==> src/graph_cu_macros.svh <==
////////////////////////////////////////////////////////////
// Sizes shared by the graph compute cluster control core
// Include wherever a unit count, buffer depth or field width
// is needed
////////////////////////////////////////////////////////////

`ifndef GRAPH_CU_MACROS_SVH
`define GRAPH_CU_MACROS_SVH

// Number of vertex units in the cluster
`define GRAPH_CU_NUM_UNITS 4

// Buffer depths
`define GRAPH_CU_JOB_DEPTH 8
`define GRAPH_CU_CMD_DEPTH 8

// Free entries left when almost-full rises
`define GRAPH_CU_ALFULL_MARGIN 2

// Field widths
`define GRAPH_CU_VERTEX_BITS 16
`define GRAPH_CU_EDGE_BITS 16
`define GRAPH_CU_CU_BITS 2

`endif
==> src/graph_cu_pkg.sv <==
////////////////////////////////////////////////////////////
// Types shared by the graph compute cluster control core
// Pulled into modules by a wildcard import in the header
////////////////////////////////////////////////////////////

`include "graph_cu_macros.svh"

package graph_cu_pkg;

	// Vertex identifier carried by jobs and read commands
	typedef logic [`GRAPH_CU_VERTEX_BITS-1:0] vertex_id_t;

	// Per-job edge count, also used for the done counters
	typedef logic [`GRAPH_CU_EDGE_BITS-1:0] edge_count_t;

	// Index of one vertex unit
	typedef logic [`GRAPH_CU_CU_BITS-1:0] cu_id_t;

	// One bit per vertex unit
	typedef logic [`GRAPH_CU_NUM_UNITS-1:0] cu_mask_t;

	// Configured unit count, one bit wider so the full count fits
	typedef logic [`GRAPH_CU_CU_BITS:0] cu_count_t;

	// Vertex unit FSM
	typedef enum logic [1:0] {
		UNIT_IDLE  = 2'd0,
		UNIT_LOAD  = 2'd1,
		UNIT_ISSUE = 2'd2,
		UNIT_DRAIN = 2'd3
	} unit_state_t;

endpackage

==> src/graph_algorithm_control.sv <==
////////////////////////////////////////////////////////////
// Top of the graph compute cluster control core
// Buffers vertex jobs, dispatches them to the vertex units,
// merges their reads into a burst buffer for the bus and
// routes read responses back
////////////////////////////////////////////////////////////

`timescale 1ns/10ps

`include "graph_cu_macros.svh"

module graph_algorithm_control
	import graph_cu_pkg::*;
(
	input  logic        clock,
	input  logic        rstn,
	input  logic        enabled_in,
	input  cu_count_t   cu_configure,
	input  logic        vertex_job_valid,
	input  vertex_id_t  vertex_job_id,
	input  edge_count_t vertex_job_edges,
	output logic        vertex_job_request,
	input  logic        read_command_bus_grant,
	output logic        read_command_bus_request,
	output logic        read_command_valid,
	output cu_id_t      read_command_cu,
	output vertex_id_t  read_command_vertex,
	input  logic        read_response_valid,
	input  cu_id_t      read_response_cu,
	output edge_count_t vertex_done_count,
	output edge_count_t edge_done_count
);

	localparam int NUM_UNITS = `GRAPH_CU_NUM_UNITS;
	localparam int JOB_WIDTH = `GRAPH_CU_VERTEX_BITS + `GRAPH_CU_EDGE_BITS;
	localparam int CMD_WIDTH = `GRAPH_CU_CU_BITS + `GRAPH_CU_VERTEX_BITS;

	logic                 enabled;
	cu_count_t            cu_configure_q;
	cu_mask_t             enable_mask;
	cu_mask_t             enable_mask_next;
	logic                 job_valid_q;
	vertex_id_t           job_id_q;
	edge_count_t          job_edges_q;
	logic                 response_valid_q;
	cu_id_t               response_cu_q;
	logic                 bus_grant_q;
	logic [JOB_WIDTH-1:0] job_head;
	logic                 job_alfull;
	logic                 job_empty;
	cu_mask_t             job_requests;
	cu_mask_t             job_grant;
	vertex_id_t           dispatch_vertex;
	edge_count_t          dispatch_edges;
	cu_mask_t             unit_job_request;
	cu_mask_t             unit_cmd_request;
	cu_mask_t             cmd_requests;
	cu_mask_t             cmd_grant;
	cu_mask_t             unit_response;
	vertex_id_t           unit_cmd_vertex   [NUM_UNITS];
	edge_count_t          unit_vertex_count [NUM_UNITS];
	edge_count_t          unit_edge_count   [NUM_UNITS];
	cu_id_t               win_cu;
	vertex_id_t           win_vertex;
	logic                 merge_valid;
	cu_id_t               merge_cu;
	vertex_id_t           merge_vertex;
	logic [CMD_WIDTH-1:0] burst_head;
	logic                 burst_alfull;
	logic                 burst_empty;
	edge_count_t          vertex_sum;
	edge_count_t          edge_sum;

	////////////////////////////////////////////////////////////
	// Input registers and unit enable mask
	////////////////////////////////////////////////////////////

	always_ff @(posedge clock or negedge rstn) begin
		if (!rstn) begin
			enabled          <= 1'b0;
			cu_configure_q   <= '0;
			enable_mask      <= '0;
			job_valid_q      <= 1'b0;
			response_valid_q <= 1'b0;
			bus_grant_q      <= 1'b0;
		end else begin
			enabled          <= enabled_in;
			job_valid_q      <= enabled && vertex_job_valid;
			response_valid_q <= enabled && read_response_valid;
			bus_grant_q      <= enabled && read_command_bus_grant;
			if (enabled) begin
				// A zero word keeps the previous configuration
				if (|cu_configure)
					cu_configure_q <= cu_configure;
				enable_mask <= enable_mask_next;
			end
		end
	end

	always_ff @(posedge clock) begin
		if (enabled) begin
			job_id_q      <= vertex_job_id;
			job_edges_q   <= vertex_job_edges;
			response_cu_q <= read_response_cu;
		end
	end

	always_comb begin
		for (int i = 0; i < NUM_UNITS; i++) begin
			enable_mask_next[i] = (cu_count_t'(i) < cu_configure_q);
		end
	end

	////////////////////////////////////////////////////////////
	// Job buffer and dispatch
	////////////////////////////////////////////////////////////

	assign vertex_job_request = enabled && !job_alfull;

	sync_fifo #(
		.WIDTH        (JOB_WIDTH),
		.DEPTH        (`GRAPH_CU_JOB_DEPTH),
		.ALFULL_MARGIN(`GRAPH_CU_ALFULL_MARGIN)
	) u_job_buffer (
		.clock   (clock),
		.rstn    (rstn),
		.push    (job_valid_q),
		.data_in ({job_id_q, job_edges_q}),
		.pop     (|job_grant),
		.data_out(job_head),
		.full    (),
		.alfull  (job_alfull),
		.empty   (job_empty)
	);

	assign job_requests = unit_job_request & {NUM_UNITS{!job_empty}};

	rr_arbiter #(
		.NUM_REQUESTS(NUM_UNITS)
	) u_job_arbiter (
		.clock   (clock),
		.rstn    (rstn),
		.requests(job_requests),
		.grant   (job_grant)
	);

	// Popped job reaches the units on the next cycle
	always_ff @(posedge clock) begin
		if (|job_grant)
			{dispatch_vertex, dispatch_edges} <= job_head;
	end

	////////////////////////////////////////////////////////////
	// Vertex units
	////////////////////////////////////////////////////////////

	for (genvar u = 0; u < NUM_UNITS; u++) begin : gen_units
		vertex_unit #(
			.UNIT_ID(u)
		) u_vertex_unit (
			.clock       (clock),
			.rstn        (rstn),
			.enabled     (enable_mask[u]),
			.job_grant   (job_grant[u]),
			.job_vertex  (dispatch_vertex),
			.job_edges   (dispatch_edges),
			.job_request (unit_job_request[u]),
			.cmd_request (unit_cmd_request[u]),
			.cmd_grant   (cmd_grant[u]),
			.cmd_vertex  (unit_cmd_vertex[u]),
			.response    (unit_response),
			.vertex_count(unit_vertex_count[u]),
			.edge_count  (unit_edge_count[u])
		);
	end

	response_router u_response_router (
		.clock         (clock),
		.rstn          (rstn),
		.enabled       (enabled),
		.enable_mask   (enable_mask),
		.response_valid(response_valid_q),
		.response_cu   (response_cu_q),
		.unit_response (unit_response)
	);

	////////////////////////////////////////////////////////////
	// Command merge and burst buffer
	////////////////////////////////////////////////////////////

	// Units hold in issue while the burst buffer is nearly full
	assign cmd_requests = unit_cmd_request & {NUM_UNITS{!burst_alfull}};

	rr_arbiter #(
		.NUM_REQUESTS(NUM_UNITS)
	) u_cmd_arbiter (
		.clock   (clock),
		.rstn    (rstn),
		.requests(cmd_requests),
		.grant   (cmd_grant)
	);

	always_comb begin
		win_cu     = '0;
		win_vertex = '0;
		for (int k = 0; k < NUM_UNITS; k++) begin
			if (cmd_grant[k]) begin
				win_cu     = cu_id_t'(k);
				win_vertex = unit_cmd_vertex[k];
			end
		end
	end

	always_ff @(posedge clock or negedge rstn) begin
		if (!rstn) begin
			merge_valid <= 1'b0;
		end else begin
			merge_valid <= |cmd_grant;
		end
	end

	always_ff @(posedge clock) begin
		merge_cu     <= win_cu;
		merge_vertex <= win_vertex;
	end

	sync_fifo #(
		.WIDTH        (CMD_WIDTH),
		.DEPTH        (`GRAPH_CU_CMD_DEPTH),
		.ALFULL_MARGIN(`GRAPH_CU_ALFULL_MARGIN)
	) u_burst_buffer (
		.clock   (clock),
		.rstn    (rstn),
		.push    (merge_valid),
		.data_in ({merge_cu, merge_vertex}),
		.pop     (bus_grant_q),
		.data_out(burst_head),
		.full    (),
		.alfull  (burst_alfull),
		.empty   (burst_empty)
	);

	// Bus side, one command per latched grant
	always_ff @(posedge clock or negedge rstn) begin
		if (!rstn) begin
			read_command_bus_request <= 1'b0;
			read_command_valid       <= 1'b0;
		end else begin
			read_command_bus_request <= !burst_empty;
			read_command_valid       <= bus_grant_q && !burst_empty;
		end
	end

	always_ff @(posedge clock) begin
		if (bus_grant_q && !burst_empty)
			{read_command_cu, read_command_vertex} <= burst_head;
	end

	////////////////////////////////////////////////////////////
	// Done counts
	////////////////////////////////////////////////////////////

	always_comb begin
		vertex_sum = '0;
		edge_sum   = '0;
		for (int n = 0; n < NUM_UNITS; n++) begin
			vertex_sum = vertex_sum + unit_vertex_count[n];
			edge_sum   = edge_sum + unit_edge_count[n];
		end
	end

	always_ff @(posedge clock or negedge rstn) begin
		if (!rstn) begin
			vertex_done_count <= '0;
			edge_done_count   <= '0;
		end else begin
			vertex_done_count <= vertex_sum;
			edge_done_count   <= edge_sum;
		end
	end

endmodule

==> src/response_router.sv <==
////////////////////////////////////////////////////////////
// Steers each read response to the unit it names
// Output is a registered one-hot strobe per enabled unit
////////////////////////////////////////////////////////////

`timescale 1ns/10ps

`include "graph_cu_macros.svh"

module response_router
	import graph_cu_pkg::*;
(
	input  logic     clock,
	input  logic     rstn,
	input  logic     enabled,
	input  cu_mask_t enable_mask,
	input  logic     response_valid,
	input  cu_id_t   response_cu,
	output cu_mask_t unit_response
);

	cu_mask_t route_next;

	// Decode, responses for a disabled unit fall away here
	always_comb begin
		route_next = '0;
		if (enabled && response_valid) begin
			for (int u = 0; u < `GRAPH_CU_NUM_UNITS; u++) begin
				route_next[u] = (response_cu == cu_id_t'(u)) && enable_mask[u];
			end
		end
	end

	always_ff @(posedge clock or negedge rstn) begin
		if (!rstn) begin
			unit_response <= '0;
		end else begin
			unit_response <= route_next;
		end
	end

endmodule

==> src/vertex_unit.sv <==
////////////////////////////////////////////////////////////
// Vertex unit, takes one job, issues one read per edge and
// counts the responses before asking for the next job
////////////////////////////////////////////////////////////

`timescale 1ns/10ps

`include "graph_cu_macros.svh"

module vertex_unit
	import graph_cu_pkg::*;
#(
	parameter int UNIT_ID = 0
) (
	input  logic        clock,
	input  logic        rstn,
	input  logic        enabled,
	input  logic        job_grant,
	input  vertex_id_t  job_vertex,
	input  edge_count_t job_edges,
	output logic        job_request,
	output logic        cmd_request,
	input  logic        cmd_grant,
	output vertex_id_t  cmd_vertex,
	input  cu_mask_t    response,
	output edge_count_t vertex_count,
	output edge_count_t edge_count
);

	unit_state_t state;
	vertex_id_t  vertex_q;
	edge_count_t edges_q;
	edge_count_t issue_left;
	edge_count_t response_count;
	logic        my_response;

	// Router strobes are one-hot, pick out this unit
	assign my_response = response[UNIT_ID];

	assign job_request = enabled && (state == UNIT_IDLE);
	assign cmd_request = (state == UNIT_ISSUE);
	assign cmd_vertex  = vertex_q;

	////////////////////////////////////////////////////////////
	// FSM and counters
	////////////////////////////////////////////////////////////

	always_ff @(posedge clock or negedge rstn) begin
		if (!rstn) begin
			state          <= UNIT_IDLE;
			issue_left     <= '0;
			response_count <= '0;
			vertex_count   <= '0;
			edge_count     <= '0;
		end else begin
			if (my_response) begin
				edge_count     <= edge_count + `GRAPH_CU_EDGE_BITS'(1);
				response_count <= response_count + `GRAPH_CU_EDGE_BITS'(1);
			end

			case (state)
				UNIT_IDLE: begin
					if (job_grant)
						state <= UNIT_LOAD;
				end
				UNIT_LOAD: begin
					// Job data arrives one cycle behind the grant
					issue_left     <= job_edges;
					response_count <= '0;
					if (job_edges == '0) begin
						vertex_count <= vertex_count + `GRAPH_CU_EDGE_BITS'(1);
						state        <= UNIT_IDLE;
					end else begin
						state <= UNIT_ISSUE;
					end
				end
				UNIT_ISSUE: begin
					if (cmd_grant) begin
						issue_left <= issue_left - `GRAPH_CU_EDGE_BITS'(1);
						if (issue_left == `GRAPH_CU_EDGE_BITS'(1))
							state <= UNIT_DRAIN;
					end
				end
				UNIT_DRAIN: begin
					// All reads out, wait for the last response
					if (response_count == edges_q) begin
						vertex_count <= vertex_count + `GRAPH_CU_EDGE_BITS'(1);
						state        <= UNIT_IDLE;
					end
				end
				default: state <= UNIT_IDLE;
			endcase
		end
	end

	// Job payload
	always_ff @(posedge clock) begin
		if (state == UNIT_LOAD) begin
			vertex_q <= job_vertex;
			edges_q  <= job_edges;
		end
	end

endmodule

==> src/rr_arbiter.sv <==
////////////////////////////////////////////////////////////
// Round-robin arbiter, one-hot grant to one requester a cycle
// Used for job dispatch and for merging unit read commands
////////////////////////////////////////////////////////////

`timescale 1ns/10ps

`include "graph_cu_macros.svh"

module rr_arbiter #(
	parameter int NUM_REQUESTS = `GRAPH_CU_NUM_UNITS
) (
	input  logic                    clock,
	input  logic                    rstn,
	input  logic [NUM_REQUESTS-1:0] requests,
	output logic [NUM_REQUESTS-1:0] grant
);

	localparam int IDX_BITS = (NUM_REQUESTS > 1) ? $clog2(NUM_REQUESTS) : 1;

	logic [IDX_BITS-1:0] last_winner;
	logic [IDX_BITS-1:0] next_winner;

	// Search starts one past the previous winner
	always_comb begin
		int   idx;
		logic found;

		grant       = '0;
		next_winner = last_winner;
		found       = 1'b0;
		for (int k = 1; k <= NUM_REQUESTS; k++) begin
			idx = int'(last_winner) + k;
			if (idx >= NUM_REQUESTS)
				idx = idx - NUM_REQUESTS;
			if (requests[idx] && !found) begin
				grant[idx]  = 1'b1;
				next_winner = IDX_BITS'(idx);
				found       = 1'b1;
			end
		end
	end

	// Pointer holds until someone wins
	always_ff @(posedge clock or negedge rstn) begin
		if (!rstn) begin
			// Requester 0 goes first after reset
			last_winner <= IDX_BITS'(NUM_REQUESTS - 1);
		end else if (|grant) begin
			last_winner <= next_winner;
		end
	end

endmodule

==> src/sync_fifo.sv <==
////////////////////////////////////////////////////////////
// Synchronous FIFO with full, almost-full and empty flags
// Serves as the vertex job buffer and the burst command buffer
////////////////////////////////////////////////////////////

`timescale 1ns/10ps

module sync_fifo #(
	parameter int WIDTH         = 8,
	parameter int DEPTH         = 8,
	parameter int ALFULL_MARGIN = 2
) (
	input  logic             clock,
	input  logic             rstn,
	input  logic             push,
	input  logic [WIDTH-1:0] data_in,
	input  logic             pop,
	output logic [WIDTH-1:0] data_out,
	output logic             full,
	output logic             alfull,
	output logic             empty
);

	localparam int PTR_BITS = (DEPTH > 1) ? $clog2(DEPTH) : 1;
	localparam int CNT_BITS = $clog2(DEPTH + 1);

	logic [WIDTH-1:0]    mem [DEPTH];
	logic [PTR_BITS-1:0] wr_ptr;
	logic [PTR_BITS-1:0] rd_ptr;
	logic [CNT_BITS-1:0] count;
	logic                do_push;
	logic                do_pop;

	// Wrap at DEPTH so non power of two depths also work
	function automatic logic [PTR_BITS-1:0] next_ptr(input logic [PTR_BITS-1:0] ptr);
		if (ptr == PTR_BITS'(DEPTH - 1))
			return '0;
		return ptr + 1'b1;
	endfunction

	// Push when full and pop when empty are dropped
	assign do_push = push && !full;
	assign do_pop  = pop && !empty;

	assign full     = (count == CNT_BITS'(DEPTH));
	assign alfull   = (count >= CNT_BITS'(DEPTH - ALFULL_MARGIN));
	assign empty    = (count == '0);
	assign data_out = mem[rd_ptr];

	always_ff @(posedge clock or negedge rstn) begin
		if (!rstn) begin
			wr_ptr <= '0;
			rd_ptr <= '0;
			count  <= '0;
		end else begin
			if (do_push)
				wr_ptr <= next_ptr(wr_ptr);
			if (do_pop)
				rd_ptr <= next_ptr(rd_ptr);
			case ({do_push, do_pop})
				2'b10:   count <= count + 1'b1;
				2'b01:   count <= count - 1'b1;
				default: count <= count;
			endcase
		end
	end

	// Storage
	always_ff @(posedge clock) begin
		if (do_push)
			mem[wr_ptr] <= data_in;
	end

endmodule

==> config.mk <==
export PLATFORM = sky130hd
export DESIGN_NAME = graph_algorithm_control
export DESIGN_NICKNAME = d
export VERILOG_FILES = /design/src/graph_cu_pkg.sv /design/src/graph_algorithm_control.sv /design/src/response_router.sv /design/src/vertex_unit.sv /design/src/rr_arbiter.sv /design/src/sync_fifo.sv
export VERILOG_INCLUDE_DIRS = /design/src
export SDC_FILE = /design/constraint.sdc
export NUM_CORES = 1
export LEC_CHECK = 0
export BUFFER_PORTS_ARGS = -buffer_cell sky130_fd_sc_hd__buf_2
export CAP_MARGIN = 20
export CORE_ASPECT_RATIO = 2
export CORE_MARGIN = 2
export CORE_UTILIZATION = 32
export DETAILED_ROUTE_END_ITERATION = 10
export GPL_ROUTABILITY_DRIVEN = 0
export PLACE_DENSITY = 0.57
export RECOVER_POWER = 50
export REMOVE_ABC_BUFFERS = 1
export SYNTH_ARGS = -nofsm -noshare
export SYNTH_HDL_FRONTEND = slang
export SYNTH_SLANG_ARGS = --single-unit
==> constraint.sdc <==
create_clock -name clock -period 6.95 [get_ports clock]
set_input_delay 0.695 -clock clock [delete_from_list [all_inputs] [get_ports clock]]
set_output_delay 0.695 -clock clock [all_outputs]
set_load 0.02 [all_outputs]
# After elaboration in Yosys (flattened, before gate mapping)
# Memories as Yosys holds them, arrays and structs flattened. A register that Yosys moved wholly into a read port is not among the register bits.
# Cells that the tools add are included.
totals:
  ff_bits: 518
  mem_bits_rw: 400
  inputBits: 43
  output_inout_bits: 53
  mem_count: 2
mem_list:
  columns: ["name", "depth", "word_bits", "rd", "rd_clocked_by_memory_dff", "wr", "line_no", "source"]
  rows:
  - ["u_job_buffer.mem", 8, 32, 1, 1, 1, "sync_fifo.sv:27", "logic [WIDTH-1:0] mem [DEPTH];"]
  - ["u_burst_buffer.mem", 8, 18, 1, 1, 1, "sync_fifo.sv:27", null]
op_classes:
  add_sub_neg: 46
  order_cmp: 30
  n_eq_ne: 53
  mux: 148
  bitwise: 8
  reduce_logical: 86
ops:
  columns: ["operator", "count"]
  rows:
  - ["16-bit two-way mux", 24]
  - ["32-bit by 1-bit >= comparator with 1-bit output, second input constant", 8]
  - ["32-bit by 4-bit >= comparator with 1-bit output, second input constant", 8]
  - ["32-bit by 4-bit less-than comparator with 1-bit output, second input constant", 8]
  - ["32-bit two-way mux", 8]
  - ["16-bit one-hot mux with 2 select lines", 8]
  - ["32-bit by 4-bit subtractor with 32-bit output, second input constant", 8]
  - ["16-bit by 1-bit adder with 16-bit output, second input constant", 12]
  - ["16-bit adder", 6]
  - ["16-bit by 1-bit equality test with 1-bit output, second input constant", 4]
  - ["16-bit equality test", 4]
  - ["16-bit by 1-bit subtractor with 16-bit output, second input constant", 4]
  - ["2-bit two-way mux", 25]
  - ["1-bit two-way mux", 44]
  - ["4-bit two-way mux", 9]
  - ["2-bit one-hot mux with 4 select lines", 4]
  - ["1-bit logical AND", 31]
  - ["2-bit != test, second input constant", 15]
  - ["2-bit nonzero test", 14]
  - ["2-bit equality test, second input constant", 12]
  - ["3-bit two-way mux", 8]
  - ["4-bit OR", 6]
  - ["1-bit binary-select mux with 2-bit select", 8]
  - ["1-bit demux with 2-bit select", 8]
  - ["other kinds (26)", 85]

# Longest topological paths before layout
depth:
  depth_word: 20
  depth_mapped: 16
  mapped_depth_nobuf: 15

# Modules after synthesis
# Synthesis repeated with hierarchy kept, for this count alone.
hier_totals:
  cells_unflattened: 3230
  area_unflattened_um2: 44737.9
by_module_without_submodules:
  columns: ["module", "n_inst", "cells_per_inst", "area_each_um2", "seq_area_each_um2"]
  rows:
  - ["vertex_unit (gen_units[0].u_vertex_unit ...)", 3, 442, 4819.6, 2612.5]
  - ["sync_fifo (u_job_buffer)", 1, 441, 10326.2, 7937.6]
  - ["graph_algorithm_control", 1, 635, 7714.9, 4033.9]
  - ["sync_fifo (u_burst_buffer)", 1, 279, 6199.7, 4574.4]
  - ["vertex_unit (gen_units[3].u_vertex_unit)", 1, 384, 4536.9, 2612.5]
  - ["rr_arbiter (u_cmd_arbiter)", 1, 80, 747.0, 52.6]
  - ["rr_arbiter (u_job_arbiter)", 1, 73, 601.8, 52.6]
  - ["response_router", 1, 12, 152.6, 100.1]

# Worst setup path before layout
# OpenSTA, ideal clock, no wires.
synth_timing:
  path_kind: "register to register"
  start: "reg u_job_buffer.count[0]"
  end: "mem u_job_buffer.mem[4][0] in the netlist's numbering (enable)"
  arrival_time_ns: 4.182
  setup_slack_ns: 2.255
  stages_incl_launch_ff: 5
  path_cell_list: "dfrtp_1 nor3_1 nand2_1 nand2_1 nor4b_1"
synth_via:
  elab_chain_len: 5
synth_lines:
  columns: ["item", "line_no", "source"]
  rows:
  - ["start, declared", "sync_fifo.sv:30", "logic [CNT_BITS-1:0] count;"]
  - ["start signal, assigned", "sync_fifo.sv:61", "2'b10: count <= count + 1'b1;"]
  - ["start signal, assigned", "sync_fifo.sv:62", "2'b01: count <= count - 1'b1;"]
  - ["start signal, assigned", "sync_fifo.sv:63", "default: count <= count;"]
  - ["4-bit equality test", "sync_fifo.sv:45", "assign full = (count == CNT_BITS'(DEPTH));"]
  - ["1-bit zero test", "sync_fifo.sv:42", "assign do_push = push && !full;"]
  - ["1-bit logical AND", "sync_fifo.sv:42", null]
  - ["1-bit two-way mux", "sync_fifo.sv:70", "if (do_push)"]
  - ["1-bit two-way mux (implied by the code)", "sync_fifo.sv:71", "mem[wr_ptr] <= data_in;"]
  - ["end, declared", "sync_fifo.sv:27", null]
# Every way passes these cells.

# Final worst setup path
layout_timing:
  start: "reg u_job_arbiter.last_winner[0]"
  end: "reg u_job_buffer.count[3]"
layout_via:
  elab_chain_len: 20
  elab_cells_between_ends: 70
layout_lines:
  columns: ["item", "line_no", "source"]
  rows:
  - ["start, declared", "rr_arbiter.sv:21", "logic [IDX_BITS-1:0] last_winner;"]
  - ["start signal, assigned", "rr_arbiter.sv:48", "last_winner <= IDX_BITS'(NUM_REQUESTS - 1);"]
  - ["start signal, assigned", "rr_arbiter.sv:50", "last_winner <= next_winner;"]
  - ["branches (longest 15 deep; another with 32-bit by 4-bit subtractor with 32-bit output)", null, null]
  - ["4-bit two-way mux (*)", "rr_arbiter.sv:36", "if (requests[idx] && !found) begin"]
  - ["4-bit OR reduction (*)", "graph_algorithm_control.sv:129", ".pop (|job_grant),"]
  - ["1-bit logical AND (*)", "sync_fifo.sv:43", "assign do_pop = pop && !empty;"]
  - ["net u_job_buffer.do_pop", "sync_fifo.sv:32", "logic do_pop;"]
  - ["2-bit by 1-bit equality test with 1-bit output / 2-bit equality test (equally long branches)", "sync_fifo.sv:60", "case ({do_push, do_pop})"]
  - ["4-bit one-hot mux with 2 select lines / 2-bit nonzero test (equally long branches)", null, null]
# Mark *: on every way through the listed nets, which the timed path passes. The select of a mux whose other input is x is not followed.
# A chain may end at the register's enable or synchronous reset.

==> summary.md <==
| Metric | Value |
|---|---|
| Die width | 262 microns |
| 1st-pass router iterations | 6 |
| Clock Skew | 0.0202 ns |
| Post-synthesis sequential area ratio | 0.639 |
| Post-synth top area share | 0.432 |
| Placed cell count | 4695 |
| Post-synth top flop | edfxtp_1 |
| PostCTS Resize Cnt | 0 |
| Max Freq | 223 MHz |
| Die Footprint | 136000 sq um |
| Core Rows | 189 |
| Routed wire per std cell | 20.2 microns |
| Peak VDD IR | 0.210 mV |
| Post-Layout Cell Count | 4861 |
| Synth area leader | edfxtp_1 |
| Period minus WS final | 4.49 ns |
| Overall die height | 520 microns |
| Setup crit start kind | register |
| Critical path's largest stage delay | 0.70 ns |
| Num Clock Sinks | 968 |
| Post-route ant nets | 0 |
| Worst path top cell family by delay | adder cells |
| Layout Cell Area excl Fill | 48200 sq um |
| All-Layer GR Usage | 0.147 |
| Largest net degree at the start of global routing | 143 |
| Number of global-route vias before repair | 25900 |
| GR Overflow Total | 0 |
| Commonest non-fill, non-tap cell in the layout | edfxtp_1 |
| Post-synthesis instance total | 2933 |
| Status | finished with violations |
| Synth-to-layout area growth | 13.2% |
| Largest cells by area after synthesis | edfxtp_1 43%, dfrtp_1 20%, mux4_2 5.7% |
| Synth Area per Inst | 14.5 sq um |
| Port Buf Inserts | 95 |
| Routed WL | 98.0 mm |
| Failing checks | max-capacitance violations, max-slew violations |
| # IOs | 96 |
| Slew Limit Fails | 209 |
| Max-capacitance violation count | 4 |
| Max H-tree Level | 3 |
| Worst EP required | 7.52 ns |
| CTS tree | yes |
| Hold Vio Cnt, Final | 0 |
| Buf/Inv on CP | 2 |
| Setup CP Type | reg -> reg |
| Longest Clk Path Bufs | 3 |
| Most frequent cells in the layout | 612 x edfxtp_1, 330 x dfrtp_1, 195 x nand2_1, 177 x nor2_1, 147 x xnor2_1 |
| Inserted Clock Buffers | 87 |
| Crit path DAT | 5.07 ns |
| Cell Area, Placed | 45300 sq um |
| Share of the clock period used by the worst path | 0.647 |
| CP max-delay cell | dfstp_2 |
| Final setup viols | 0 |
| Synth Register Bits | 968 |
| Antenna violations before repair | 2 |
| Placeable Area | 132000 sq um |
| Synth warnings | 0 |
| Worst path most repeated cell | ha_1 |
| First-pass GRT wire length | 152 mm |
| CP endpoint kind | register |
| Crit path max fanout | 14 |
| Number of synthesized flops with an enable pin | 612 |
| Initial Util | 0.322 |
| RSZ-0062 raised after global routing | no |
| Pwr Density | 374 nW/um^2 |
| Placed wire-length estimate | 65.1 mm |
| Synthesized area | 42500 sq um |
| Share of synthesized flip-flops with an asynchronous set or reset | 0.349 |
| Worst skew pair latency | 0.70 ns |
| Vias | 24300 |
| Clock-pin slew of the registers on the worst-case setup and hold paths | 0.07 ns |
| CTS root buffer | clkbuf_16 |
| CP Cell Sequence | inv_1 -> ha_1 -> inv_1 -> mux4_2 -> nand2_1 -> a21oi_2 -> a2111oi_4 -> nand4_4 -> ha_1 -> ha_1 -> a21o_1 -> a21oi_1 -> xnor2_1 -> nor2_1 -> xor2_1 |
| LEAKAGE | 18.0 nW |
| Routed vias/inst | 5.00 |
| Worst Hold Class | in -> reg |
| Layout cell share with drive strength beyond 1 | 0.145 |
| Initial DRC Count | 1400 |
| Slew margin rel. | -1.22 |
| Reg2Reg Setup Slack | 2.46 ns |
| Slew @ Worst Pin | 3.33 ns |
| Synth unique cells | 86 |
| Net count, final | 3249 |
| Setup TNS | 0 ns |
| Residual DRC | 0 |
| Post-CTS Setup Inserts | 0 |
-- registers in the layout, indices dropped and copies added, names as in the netlist, 16 cells and up, named ones only --
register / count
edge_done_count: 16
vertex_done_count: 16
read_command_vertex: 16
gen_units.u_vertex_unit.vertex_count: 64
gen_units.u_vertex_unit.edge_count: 64
gen_units.u_vertex_unit.edges_q: 64
u_job_buffer.mem: 256
job_edges_q: 16
merge_vertex: 16
dispatch_edges: 16
u_burst_buffer.mem: 144
gen_units.u_vertex_unit.cmd_vertex: 64
gen_units.u_vertex_unit.issue_left: 64
gen_units.u_vertex_unit.response_count: 64
dispatch_vertex: 16
job_id_q: 16
-- worst reg2reg max path, delay by kind of cell (launching register included) --
kind	cells	cell delay (ns)
mux	1	0.61
buf+inv	2	0.41
compound gates	4	0.99
flops	1	0.70
simple gates	3	0.43
fa+ha+maj	3	0.98
xor+xnor	2	0.27
-- synthesized netlist by cell type (8+ instances only) --
cell         n
nor3_1      74
a21oi_1     89
nand2b_1    16
or2_2        8
dfrtp_1    334
dfxtp_1     18
o21a_1       9
o311ai_0    10
a22o_1       8
or3_1       27
nor2_1     179
buf_1       19
and3_1      49
xnor2_1    147
o2bb2ai_1   24
nand2_1    195
mux4_2     107
clkbuf_1    73
o21ai_1     17
a21o_1      11
nor2b_1     20
mux2_2      63
a31oi_1      9
a22oi_1     16
fa_1        62
xor2_1     132
and2_1      21
nor3b_1      9
o21ai_0     79
a221oi_1    17
buf_2       14
nand3_1     72
mux2i_1     18
inv_1       55
nor4_1      28
nand4_1     52
o211ai_1    15
ha_1        78
edfxtp_1   612
a211oi_1    15
o22ai_1     26
-- power breakdown --
group	internal, W	switching (W)
logic	0.00205	0.00282
registers	0.00725	0.000786
clock network	0.00286	0.00224
-- logic make-up after synthesis --
group | share of synthesized area
multiplexers | 0.0789
flip-flops | 0.639
adder cells (fa/ha/maj) | 0.0521
buffers and inverters | 0.0154
AO/OA/AOI/OAI | 0.0641
AND/OR/NAND/NOR | 0.0928
XOR/XNOR | 0.0574
-- path summary, 6_finish.rpt --
kind                                                            from                                   endpoint  cells after the start
setup / recovery                        u_job_arbiter.last_winner[0]                      u_job_buffer.count[3]                     15
hold / removal                                            enabled_in                                    enabled                      1
setup reg to reg                        u_job_arbiter.last_winner[0]                      u_job_buffer.count[3]                     15
hold reg to reg            gen_units[3].u_vertex_unit.cmd_vertex[15]                           merge_vertex[15]                      2
max in group asynchronous                                       rstn  gen_units[2].u_vertex_unit.edge_count[13]                      3
min in group asynchronous                                       rstn                                    enabled                      2
-- through the flow --
step / hold slack (ns) / util / total power, W / setup slack, ns
6_report: 0.104 / 0.364 / 0.0180 / 2.46
5_1_grt: 0.0794 / 0.364 / 0.0190 / 2.26
4_1_cts: 0.0477 / 0.365 / 0.0183 / 2.55
3_5_place_dp: 0.428 / 0.343 / 0.0131 / 2.55
3_3_place_gp: 0.428 / 0.343 / 0.0130 / 2.57
2_1_floorplan: 0.399 / - / 0.0113 / 2.25
-- area by class of cell --
| cell class | instances | area (sq um) |
|---|---|---|
| Clock buffer | 116 | 2460 |
| Timing Repair Buffer | 153 | 816 |
| Tap cell | 1719 | 2150 |
| Multi-Input combinational cell | 1799 | 14800 |
| Inverter | 57 | 214 |
| Antenna cell | 1 | 2.50 |
| Sequential cell | 968 | 27200 |
| Fill cell | 12500 | 84000 |
| Clock inverter | 48 | 568 |
-- metal layers --
layer,wire length (microns),vias up,share of wire,global-route usage
met3,3120,197,0.032,0.0194
met4,4360,0,0.044,0.0686
met1,35900,12400,0.37,0.154
met5,0,-,0,0
li1,-,11200,-,-
met2,54600,469,0.56,0.281
-- what timing repair did --
item / in CTS / in global routing
hold buffers: 1 / 0
hold endpoints to repair: 9 / 0
endpoints found under the setup margin: 0 / 0
Note: power is estimated with default switching activity, not from simulation.
